--- src/design/opc8_defines.svh ---
`ifndef OPC8_DEFINES_SVH
`define OPC8_DEFINES_SVH

// Data bus, address bus and register width
`define OPC8_WORD_W 24

// Words in the unified program and data memory
`define OPC8_MEM_DEPTH 4096

// Store here emits one result word
`define OPC8_OUT_ADDR 24'hFFFF00

// Store here ends the program
`define OPC8_DONE_ADDR 24'hFFFF01

`endif

--- src/design/opc8_pkg.sv ---
`include "opc8_defines.svh"

package opc8_pkg;

  typedef logic [`OPC8_WORD_W-1:0] word_t;

  // Long forms 0x18..0x1F alias onto 0x10..0x17
  typedef enum logic [4:0] {
    OP_HALT  = 5'h00,
    OP_NOT   = 5'h01,
    OP_OR    = 5'h02,
    OP_XOR   = 5'h03,
    OP_BPERM = 5'h04,
    OP_ROR   = 5'h05,
    OP_LSR   = 5'h06,
    OP_ASR   = 5'h07,
    OP_ROL   = 5'h08,
    OP_PPSR  = 5'h0A,
    OP_GPSR  = 5'h0B,
    OP_BROR  = 5'h0C,
    OP_BROL  = 5'h0D,
    OP_MOV   = 5'h10,
    OP_JSR   = 5'h11,
    OP_CMP   = 5'h12,
    OP_SUB   = 5'h13,
    OP_ADD   = 5'h14,
    OP_AND   = 5'h15,
    OP_STO   = 5'h16,
    OP_LD    = 5'h17
  } opcode_t;

  typedef enum logic [2:0] {
    FET  = 3'h0,  // Instruction word fetch
    FET1 = 3'h1,  // Long operand fetch
    EAD  = 3'h2,  // Effective address and predicate
    RDM  = 3'h3,
    EXEC = 3'h4,  // Writeback, overlapped with next fetch
    WRM  = 3'h5
  } seq_state_t;

  // Flag bit positions in the 8-bit status register
  typedef enum int {
    FLAG_Z = 0,
    FLAG_C = 1,
    FLAG_S = 2
  } flag_idx_e;

endpackage

--- src/design/opc8_out_port.sv ---
`timescale 1ns/1ns
`include "opc8_defines.svh"

module opc8_out_port (
  input  logic            clk,
  input  logic            reset_s1_b,
  input  opc8_pkg::word_t address,
  input  opc8_pkg::word_t dout,
  input  logic            rnw,
  input  logic            vda,
  output logic            out_valid,
  output opc8_pkg::word_t out_data,
  output logic            done
);

  logic store;
  logic out_hit;
  logic done_hit;

  assign store    = vda && !rnw;    // Only WRM drives rnw low
  assign out_hit  = store && (address == `OPC8_OUT_ADDR);
  assign done_hit = store && (address == `OPC8_DONE_ADDR);

  always_ff @(posedge clk) begin
    if (!reset_s1_b) begin
      out_valid <= 1'b0;
      done      <= 1'b0;
    end else begin
      out_valid <= out_hit;         // One pulse per store
      if (done_hit) begin
        done <= 1'b1;               // Sticky until reset
      end
    end
  end

  // Result word lines up with the strobe
  always_ff @(posedge clk) begin
    if (out_hit) begin
      out_data <= dout;
    end
  end

endmodule

--- config.mk ---
export PLATFORM = sky130hd
export DESIGN_NAME = opc8_out_port
export DESIGN_NICKNAME = d
export VERILOG_FILES = /design/src/design/opc8_pkg.sv /design/src/design/opc8_out_port.sv
export VERILOG_INCLUDE_DIRS = /design/src /design/src/design
export SDC_FILE = /design/constraint.sdc
export NUM_CORES = 1
export LEC_CHECK = 0
export ABC_AREA = 1
export BUFFER_PORTS_ARGS = -buffer_cell sky130_fd_sc_hd__buf_2
export CAP_MARGIN = 0
export CORE_ASPECT_RATIO = 1.5
export CORE_MARGIN = 4
export CORE_UTILIZATION = 33
export DETAILED_ROUTE_END_ITERATION = 12
export PLACE_DENSITY_LB_ADDON = 0.3
export SLEW_MARGIN = 5
export SYNTH_ARGS = -nofsm -noshare
export SYNTH_HDL_FRONTEND = slang
export SYNTH_SLANG_ARGS = --single-unit
--- constraint.sdc ---
create_clock -name clk -period 2 [get_ports clk]
set_input_delay 0.4 -clock clk [delete_from_list [all_inputs] [get_ports clk]]
set_output_delay 0.4 -clock clk [all_outputs]
set_load 0.02 [all_outputs]
==> out/results.txt <==
status -> completed
Yosys cell types -> 11
Setup WS pre-CTS -> 0.371 ns
XOR/XNOR share of the synthesized area -> 0%
Synth Register Bits -> 26
nets@finish -> 201
Rel. slew slack -> 81.0%
clock buffer count from CTS -> 3
endpoints failing setup -> 0
syn_area_per_cell -> 14.2 sq um
post-cts resize count -> 0
Ports -> 78
die area -> 3770 sq um
Yosys top cell area share -> 77.1%
fmax -> 743 MHz
DRC -> 0
final setup margin -> 0.655 ns
Starting Density -> 34.6%
largest cells by area after synthesis -> edfxtp_1 (77%), nand2_1 (6.0%), inv_1 (4.8%)
vias in the first global route -> 716
Slew Viols, Final -> 0
most common cell after layout, fill and taps aside -> buf_2
hold buffer count at cts -> 0
GRT Total Usage -> 9.82%
Synth Area in Simple Gates -> 12.9%
power per cell area -> 652 nW/um^2
crit path from -> address[2]
gr ovfl total -> 0
Worst path top cell family by delay -> simple AND/OR/NAND/NOR gates
post-route ant nets -> 0
reg2reg setup slack -> 1.45 ns
Critical Path Sink -> out_data[9]$_DFFE_PP_
die width -> 51.5 um
diode count -> 0
CTS Root Cell -> clkbuf_8
Routed WL -> 1.84 mm
post-CTS setup buffers -> 0
routed len/inst -> 9.94 um
Final Hold Fails -> 0
leakage power total -> 0.659 nW
CP Cell Sequence -> buf_2 -> inv_1 -> nand2_1 -> nor3_1 -> nand3b_1 -> nor2_2 -> buf_4
sequential-to-total area share from yosys stat -> 81.4%
CTS H-tree depth -> 1
Crit path required time -> 1.94 ns
total power draw -> 0.000926 W
DRT iter0 DRCs -> 11
number of max-cap violations -> 0
vias per cell -> 4.10
crit path launch type -> input port
DR pass1 iterations -> 3
clock sink count -> 26
Stages on worst setup path -> 7
initial antenna violation count -> 0
Hold Path Origin -> dout[1]
critical path class -> input port to flip-flop
commonest cells after routing, fill and taps aside -> buf_2 (77), edfxtp_1 (24), nand2_1 (15)
Syn Nets -> 118
core box area -> 2710 sq um
post-placement cell count -> 181
Tmin final -> 1.35 ns
Vias -> 758
Hold WS -> 0.316 ns
CTS tree -> yes
Mapped Area -> 935 sq um
crit path buf inv count -> 3
worst r2r src -> done$_SDFFE_PN0P_
Die Span Y -> 73.2 um
Synth-to-Final Area Change -> 52.1%
first-pass GRT wire length -> 2.76 mm
CP endpoint kind -> flip-flop
RR Endpoint -> done$_SDFFE_PN0P_
post-route insts no fill -> 185
Compound-Gate Fraction of Synth Area -> 0.937%
Hold WC Path Type -> input port to flip-flop
routability cong. -> 0.675
Port-buffer cells -> 77
Synth area leader -> edfxtp_1
RSZ-0062 raised after global routing -> no
share of cells above drive strength 1 -> 58.1%
hpwl dp -> 1.62 mm
arrival time at the worst endpoint -> 1.28 ns
Synth Area in Adders -> 0%
Reg2Reg Depth -> 2
Worst-Margin Slew -> 0.285 ns
final period utilization -> 67.3%
Worst Skew -> 0 ns
mux cell area share after synthesis -> 0%
CP max-delay cell -> buf_4
clock latency at the later pin of the worst-skew pair -> 0.25 ns
clock-pin slew on the worst setup and hold paths -> 0.08 ns
largest net degree at the start of global routing -> 25
largest family of logic cells by synthesized area -> simple AND/OR/NAND/NOR gates
clock buffer depth -> 2
Synth Instances -> 66
peak supply drop -> 0.000264 V
row count -> 23
setup_tns -> 0 ns
Crit Path Max Fanout -> 24
YS warnings -> 0
Max stage delay on crit path -> 0.29 ns
per-stage QoR:
step / instance area (sq um) / utilization [%]
4_1_cts: 1420 / 52.5
6_report: 1420 / 52.5
2_1_floorplan: 937 / -
3_3_place_gp: 1380 / 50.9
5_1_grt: 1420 / 52.5
3_5_place_dp: 1380 / 50.9
worst min-delay path by stage:
stage	endpoint	slack (ns)	depth (start not counted)
2_1_floorplan	out_data[0]$_DFFE_PP_	0.50	0
3_3_place_gp	done$_SDFFE_PN0P_	0.45	2
3_5_place_dp	done$_SDFFE_PN0P_	0.45	2
4_1_cts	out_data[10]$_DFFE_PP_	0.31	1
5_1_grt	out_data[16]$_DFFE_PP_	0.30	1
6_report	out_data[1]$_DFFE_PP_	0.32	1
worst register-to-register path: cells and delay by family (launching register included):
kind | cells | cell delay, ns
AOI/OAI and AO/OA | 1 | 0.11
buffers and inverters | 1 | 0.05
DFF | 1 | 0.33
cells in the mapped netlist (all sizes together):
library cell  number
a21oi              1
nand3b             1
nor3               2
inv               12
nand2             15
dfxtp              2
nor2               8
edfxtp            24
nand4              1
logic make-up (layout without fill, tap and decap cells):
family | after synthesis | count (layout)
flops | 26 | 26
compound gates | 1 | 1
simple gates | 27 | 27
buf+inv | 12 | 94
sequential cells by signal (all words and copies together), names as in the netlist:
signal / cells
done: 1
out_data: 24
out_valid: 1
per-layer routing:
metal	part of all wire [%]	GRT usage [%]
met1	31	9.23
met2	51	18.7
met4	0.44	4.37
met5	0	0
met3	18	3.07
report_power, final:
part              switching (W)  leakage (nW)  internal (W)
registers      0.00000000000455         0.232      0.000592
logic                 0.0000203         0.404     0.0000392
clock network          0.000133        0.0228      0.000142
total                  0.000153         0.659      0.000773
cell type report:
cell class / instances / area, sq um
fill: 269 / 1280
sequential: 26 / 761
timing repair buffer: 78 / 393
multi-input combinational: 28 / 131
tap: 37 / 46.3
clock buffer: 4 / 45.0
inverter: 12 / 45.0
Note: power is estimated with default switching activity, not from simulation.
