==> src/design/opc8_defines.svh <==
`ifndef OPC8_DEFINES_SVH
`define OPC8_DEFINES_SVH

// Data bus, address bus and register width
`define OPC8_WORD_W 24

// Words in the unified program and data memory
`define OPC8_MEM_DEPTH 4096

// Store here emits one result word
`define OPC8_OUT_ADDR 24'hFFFF00

// Store here ends the program
`define OPC8_DONE_ADDR 24'hFFFF01

`endif

==> src/design/opc8_pkg.sv <==
`include "opc8_defines.svh"

package opc8_pkg;

  typedef logic [`OPC8_WORD_W-1:0] word_t;

  // Long forms 0x18..0x1F alias onto 0x10..0x17
  typedef enum logic [4:0] {
    OP_HALT  = 5'h00,
    OP_NOT   = 5'h01,
    OP_OR    = 5'h02,
    OP_XOR   = 5'h03,
    OP_BPERM = 5'h04,
    OP_ROR   = 5'h05,
    OP_LSR   = 5'h06,
    OP_ASR   = 5'h07,
    OP_ROL   = 5'h08,
    OP_PPSR  = 5'h0A,
    OP_GPSR  = 5'h0B,
    OP_BROR  = 5'h0C,
    OP_BROL  = 5'h0D,
    OP_MOV   = 5'h10,
    OP_JSR   = 5'h11,
    OP_CMP   = 5'h12,
    OP_SUB   = 5'h13,
    OP_ADD   = 5'h14,
    OP_AND   = 5'h15,
    OP_STO   = 5'h16,
    OP_LD    = 5'h17
  } opcode_t;

  typedef enum logic [2:0] {
    FET  = 3'h0,  // Instruction word fetch
    FET1 = 3'h1,  // Long operand fetch
    EAD  = 3'h2,  // Effective address and predicate
    RDM  = 3'h3,
    EXEC = 3'h4,  // Writeback, overlapped with next fetch
    WRM  = 3'h5
  } seq_state_t;

  // Flag bit positions in the 8-bit status register
  typedef enum int {
    FLAG_Z = 0,
    FLAG_C = 1,
    FLAG_S = 2
  } flag_idx_e;

endpackage

==> src/design/opc8_alu.sv <==
`timescale 1ns/1ns
`include "opc8_defines.svh"

module opc8_alu (
  input  opc8_pkg::opcode_t opcode,
  input  opc8_pkg::word_t   operand,
  input  opc8_pkg::word_t   reg_value,
  input  logic [7:0]        psr,
  input  logic              dst_is_pc,
  output opc8_pkg::word_t   result,
  output logic [7:0]        psr_next
);
  import opc8_pkg::*;

  localparam int W = `OPC8_WORD_W;

  logic carry;
  logic sub_cin;

  // Operand arrives already inverted for SUB and CMP
  assign sub_cin = (opcode != OP_ADD);

  always_comb begin
    carry  = psr[FLAG_C];   // Carry holds unless the opcode defines it
    result = operand;       // MOV, LD, JSR and friends pass the operand
    case (opcode)
      OP_AND: result = reg_value & operand;
      OP_OR:  result = reg_value | operand;
      OP_XOR: result = reg_value ^ operand;
      OP_NOT: result = ~operand;
      OP_ADD, OP_SUB, OP_CMP: begin
        {carry, result} = {1'b0, reg_value} + {1'b0, operand}
                          + (W+1)'(sub_cin);
      end
      OP_ROL: {carry, result} = {operand, psr[FLAG_C]};
      OP_ROR: {result, carry} = {psr[FLAG_C], operand};
      OP_ASR: {result, carry} = {operand[W-1], operand};
      OP_LSR: {result, carry} = {1'b0, operand};
      OP_BROL: begin
        result = {operand[W-9:0], operand[W-1:W-8]};
        carry  = |operand[W-1:W-8];  // Set if a nonzero byte wrapped
      end
      OP_BROR: begin
        result = {operand[7:0], operand[W-1:8]};
        carry  = |operand[7:0];
      end
      OP_GPSR: result = {{(W-8){1'b0}}, psr};
      default: result = operand;
    endcase
  end

  always_comb begin
    psr_next = psr;
    if (opcode == OP_PPSR) begin
      psr_next = operand[7:0];
    end else if (!dst_is_pc) begin
      // Jumps keep the flags intact
      psr_next[FLAG_S] = result[W-1];
      psr_next[FLAG_C] = carry;
      psr_next[FLAG_Z] = ~|result;
    end
  end

endmodule

==> src/design/opc8_cpu.sv <==
`timescale 1ns/1ns

module opc8_cpu (
  input  logic            clk,
  input  logic            reset_s1_b,
  input  opc8_pkg::word_t din,
  output opc8_pkg::word_t dout,
  output opc8_pkg::word_t address,
  output logic            rnw,
  output logic            vpa,
  output logic            vda
);
  import opc8_pkg::*;

  seq_state_t state_q;
  seq_state_t state_d;

  word_t      pc_q;
  logic [7:0] psr_q;
  word_t      rf_q [15];      // r0..r14, PC lives in pc_q
  word_t      rf_pipe_q;      // Destination register read
  word_t      or_q;           // Operand, then effective address
  opcode_t    ir_q;
  logic [3:0] dst_q;
  logic [3:0] src_q;
  logic [2:0] pred_q;
  logic       rnw_q;
  logic       vpa_q;
  logic       vda_q;

  logic       din_long;
  opcode_t    din_opcode;
  word_t      din_imm;
  word_t      src_val;
  word_t      ea;
  logic       sub_op;
  logic       pred_ok;
  word_t      alu_result;
  logic [7:0] psr_next;

  // Instruction word: pred[23:21] len/op[20:16] dst[15:12] src[11:8] imm[7:0]
  assign din_long   = (din[20:19] == 2'b11);
  assign din_opcode = opcode_t'({din_long ? 2'b10 : din[20:19], din[18:16]});

  // Short immediate only sign extends when a source register is named
  assign din_imm = {{($bits(word_t)-8){din[7] & (|din[11:8])}}, din[7:0]};

  always_comb begin
    src_val = '0;                     // r0 reads as zero
    if (src_q == 4'hF) begin
      src_val = pc_q;
    end else if (src_q != 4'h0) begin
      src_val = rf_q[src_q];
    end
  end

  assign ea     = src_val + or_q;
  assign sub_op = (ir_q == OP_SUB) || (ir_q == OP_CMP);

  // pred[0] inverts; pred[2:1] pick always, Z, C or S
  assign pred_ok = pred_q[0] ^ (pred_q[1] ? (pred_q[2] ? psr_q[FLAG_S] : psr_q[FLAG_Z])
                                          : (pred_q[2] ? psr_q[FLAG_C] : 1'b1));

  always_comb begin
    case (state_q)
      FET:  state_d = din_long ? FET1 : EAD;
      FET1: state_d = EAD;
      EAD: begin
        if (!pred_ok) begin
          state_d = FET;              // Skipped, PC already past it
        end else if (ir_q == OP_LD) begin
          state_d = RDM;
        end else if (ir_q == OP_STO) begin
          state_d = WRM;
        end else begin
          state_d = EXEC;
        end
      end
      RDM:  state_d = EXEC;
      EXEC: begin
        // Flow change discards the overlapped fetch
        if (dst_q == 4'hF || ir_q == OP_JSR) begin
          state_d = FET;
        end else begin
          state_d = din_long ? FET1 : EAD;
        end
      end
      default: state_d = FET;         // WRM
    endcase
  end

  opc8_alu alu0 (
    .opcode    (ir_q),
    .operand   (or_q),
    .reg_value (rf_pipe_q),
    .psr       (psr_q),
    .dst_is_pc (dst_q == 4'hF),
    .result    (alu_result),
    .psr_next  (psr_next)
  );

  always_ff @(posedge clk) begin
    if (!reset_s1_b) begin
      state_q <= FET;
      pc_q    <= '0;
      psr_q   <= '0;
      rnw_q   <= 1'b1;
      vpa_q   <= 1'b1;
      vda_q   <= 1'b0;
    end else begin
      state_q <= state_d;
      rnw_q   <= (state_d != WRM);
      vpa_q   <= (state_d inside {FET, FET1, EXEC});
      vda_q   <= (state_d inside {RDM, WRM});
      case (state_q)
        FET, FET1: pc_q <= pc_q + 1'b1;
        EXEC: begin
          psr_q <= psr_next;
          if (dst_q == 4'hF) begin
            pc_q <= alu_result;
          end else if (ir_q == OP_JSR) begin
            pc_q <= or_q;
          end else begin
            pc_q <= pc_q + 1'b1;    // Next word was fetched in EXEC
          end
        end
        default: ;
      endcase
    end
  end

  always_ff @(posedge clk) begin
    rf_pipe_q <= (dst_q == 4'hF) ? pc_q : (dst_q == 4'h0) ? '0 : rf_q[dst_q];
    case (state_q)
      FET, EXEC: or_q <= din_imm;
      EAD:       or_q <= sub_op ? ~ea : ea;
      default:   or_q <= din;       // Long operand or load data
    endcase
    if (state_q == FET || state_q == EXEC) begin
      ir_q   <= din_opcode;
      dst_q  <= din[15:12];
      src_q  <= din[11:8];
      pred_q <= din[23:21];
    end else if (state_q == EAD && ir_q == OP_CMP) begin
      dst_q  <= 4'h0;               // CMP keeps flags only
    end
    if (state_q == EXEC && dst_q != 4'hF) begin
      rf_q[dst_q] <= (ir_q == OP_JSR) ? pc_q : alu_result;   // JSR saves return address
    end
  end

  assign address = vpa_q ? pc_q : or_q;
  assign dout    = rf_pipe_q;
  assign rnw     = rnw_q;
  assign vpa     = vpa_q;
  assign vda     = vda_q;

endmodule

==> config.mk <==
export PLATFORM = sky130hd
export DESIGN_NAME = opc8_cpu
export DESIGN_NICKNAME = d
export VERILOG_FILES = /design/src/design/opc8_pkg.sv /design/src/design/opc8_alu.sv /design/src/design/opc8_cpu.sv
export VERILOG_INCLUDE_DIRS = /design/src /design/src/design
export SDC_FILE = /design/constraint.sdc
export NUM_CORES = 1
export LEC_CHECK = 0
export BUFFER_PORTS_ARGS = -buffer_cell sky130_fd_sc_hd__clkbuf_2
export CAP_MARGIN = 20
export CORE_MARGIN = 4
export CORE_UTILIZATION = 55
export CTS_CLUSTER_SIZE = 28
export DETAILED_ROUTE_END_ITERATION = 10
export PLACE_DENSITY = 0.72
export REMOVE_ABC_BUFFERS = 1
export SYNTH_ARGS = -nofsm -noshare
export SYNTH_HDL_FRONTEND = slang
export SYNTH_SLANG_ARGS = --single-unit
==> constraint.sdc <==
create_clock -name clk -period 11.86 [get_ports clk]
set_input_delay 1.186 -clock clk [delete_from_list [all_inputs] [get_ports clk]]
set_output_delay 1.186 -clock clk [all_outputs]
set_load 0.005 [all_outputs]
==> flow_summary.yaml <==
drt:
  drt-total-wl_um: 90800
  drt_iter0_drc: 3689
  route.detailed.drc: 0
  first_pass_iters: 6
  final_antenna_net_count: 0
  vias: 21300
  viasPerCell: 7.20
  wl_per_cell_um: 30.7
synthesis:
  synthTopCellsByArea: "edfxtp_1, mux4_2, dfxtp_1"
  synth-seq-area-share: 0.485
  yosysTopAreaCell: "edfxtp_1"
  synth_common_cells: "edfxtp_1, nand2_1, mux4_2"
  ys_ff_latch: 470
  yosys_warnings: 0
  synth_area_um2: 27200
  synth_edf_count: 376
  synth_area_per_cell_um2: 12.0
  netlist_instances: 2258
  synth_top_area_frac: 0.416
  synth-async-reset-ratio: 0
  synth_cell_type_count: 86
  ys.flop_type: "edfxtp_1"
  synth_most_common_cell: "edfxtp_1"
die:
  die_h_um: 230
  die_w_um: 230
  core_area_um2: 48800
  io_pins: 77
  fp.dieArea_um2: 53000
  start_util: 0.556
  num_rows: 81
placed_design:
  dp_cells: 2850
  io_buffers: 76
  placed_area_um2: 28100
  dp_slack_ps: 6320
  place_hpwl_um: 59500
  gp_congestion: 1.00
clock_tree:
  cts_sinks: 470
  cts-root-buf: "clkbuf_16"
  clockBufferDepth: 3
  cts_setup_buffers: 0
  numCtsBuffers: 50
  clkTransAtPathRegs_ps: 60
  cts_repair_resize_count: 0
  clock_latency_ps: 620
  htree_levels: 2
  ctsHoldBuffers: 0
  cts_tree: "built"
sta:
  whs_ps: 485
  layout_setup_ws_ps: 6310
  max_freq_mhz: 180
  tightest_slew_ps: 1210
  setup_violations: 0
  slew_headroom: 0.191
  finalSetupTns_ps: 0
  period_share: 0.468
  hold_viol: 0
  skew_ps: 20.1
  grt_setup_unrepaired: "no"
  period_needed_ps: 5550
  slew_violations: 0
power:
  finalPower_mw: 5.94
  power.internal_mw: 3.75
  p_leak_nw: 10.5
  switchingPower_mw: 2.19
  power_density_nw_per_um2: 199
  switching_share: 0.369
  pwr-share-comb: 0.354
  worst_ir_drop_vdd_uv: 139
  p_clk_frac: 0.260
  p_seq_frac: 0.386
critical_path:
  crit_required_ps: 12310
  critPathSlowestCell: "dfxtp_4"
  path_cells: "buf_4 -> mux4_2 -> mux4_2 -> a22o_1 -> ha_1 -> a211oi_1 -> nor2_1 -> nor2_1 -> o21ai_0 -> a221o_1 -> nand4_1 -> a31oi_1 -> a31oi_1 -> xnor2_1 -> o211ai_1"
  worstPathMaxFanout: 51
  crit_path_start_kind: "flop"
  critPathKind: "flop to flop"
  crit_path_end_kind: "flop"
  crit_arrival_ps: 6000
  rrSetupSlack_ps: 6310
  cpPeakStageDelay_ps: 980
run:
  cap_violations: 0
grt:
  grt_overflow: 0
  antenna_found_initial: 0
  grtUsageTotal: 0.336
  grt_pass1_wl_um: 133000
  grt_max_degree: 81
  first_global_vias: 20500
final_layout:
  nNetsFinal: 2353
  diodes: 0
  area_growth_pct: 10.0
  utilization: 0.612
  final_cells: 2956
  drive_gt1_frac: 0.199
  design_area_um2: 29900
hold_path:
  hold_class: "flop to flop"
status:
  status: "complete, no violations"
## path summary, 6_finish.rpt
kind	cells after the start	to	startpoint
setup reg to reg	15	or_q[23]$_DFF_P_	flop
hold reg to reg	2	psr_q[6]$_SDFFE_PN0P_	psr_q[6]$_SDFFE_PN0P_
setup / recovery	15	or_q[23]$_DFF_P_	flop
hold / removal	2	psr_q[6]$_SDFFE_PN0P_	psr_q[6]$_SDFFE_PN0P_
## sequential cells by signal, summed over array words and instances (netlist names), named ones only
| signal | count |
|---|---|
| ir_q | 5 |
| src_q | 4 |
| vpa | 1 |
| pc_q | 24 |
| state_q | 3 |
| rf_q | 360 |
| psr_q | 8 |
| dout | 24 |
| pred_q | 3 |
| rnw | 1 |
| dst_q | 4 |
| or_q | 24 |
| vda | 1 |
## final cells by class
class / instances / area (µm²)
fill: 3784 / 19000
clock inverter: 26 / 265
multi-input combinational: 1523 / 13100
inverter: 67 / 251
timing repair buffer: 140 / 935
sequential: 470 / 13200
clock buffer: 66 / 1330
tap: 664 / 831
## power groups by stage
stage / clock network [mW] / registers [mW] / logic [mW]
2_1_floorplan: 0 / 2.25 / 1.37
3_3_place_gp: 0 / 2.31 / 1.97
3_5_place_dp: 0 / 2.31 / 2.00
4_1_cts: 1.55 / 2.28 / 2.01
5_1_grt: 1.62 / 2.29 / 2.24
6_report: 1.55 / 2.29 / 2.11
## cells in the final DEF, fill, tap and decap left out, drive strengths merged, types with 7 or more instances in the layout
cell type,count
a21oi,119
nor4,16
or2,9
mux2i,57
nor3b,10
a22oi,24
a221oi,21
nor2,124
mux4,191
a211oi,13
o31ai,8
and3,13
a22o,54
clkinv,18
nand3,62
xor2,20
o2111ai,10
buf,63
nand3b,7
a21boi,7
clkbuf,143
xnor2,45
edfxtp,376
a21o,27
nor2b,19
o22ai,13
and2,17
o211ai,25
nand2,199
o21a,9
nor3,31
a2111oi,7
ha,72
nand4,22
nand2b,16
inv,68
o21ai,161
a31oi,16
dfxtp,94
## critical path: cells and delay by family (launching register included)
family	cells	cell delay [ps]
buffers and inverters	1	930
adders and majority gates	1	360
DFF	1	980
xor gates and xnor gates	1	140
and+or+nand+nor	3	340
muxes	2	1120
AOI/OAI and AO/OA	7	1490
## routing by layer
layer,up-vias,share of wire,global-route usage
met4,0,0.050,0.145
met5,-,0,0
met1,10400,0.36,0.463
li1,8778,-,-
met2,1794,0.45,0.513
met3,292,0.14,0.0819
## logic make-up (layout without fill, tap and decap cells)
group                      Yosys count  in the layout  synth area share
adders and majority gates           75             75            0.0354
and+or+nand+nor                    563            563            0.0981
DFF                                470            470             0.485
buffers and inverters              265            299            0.0390
muxes                              250            250             0.180
AOI/OAI and AO/OA                  570            570             0.141
xor gates and xnor gates            65             65            0.0210
(Power assumes the default switching activity.)
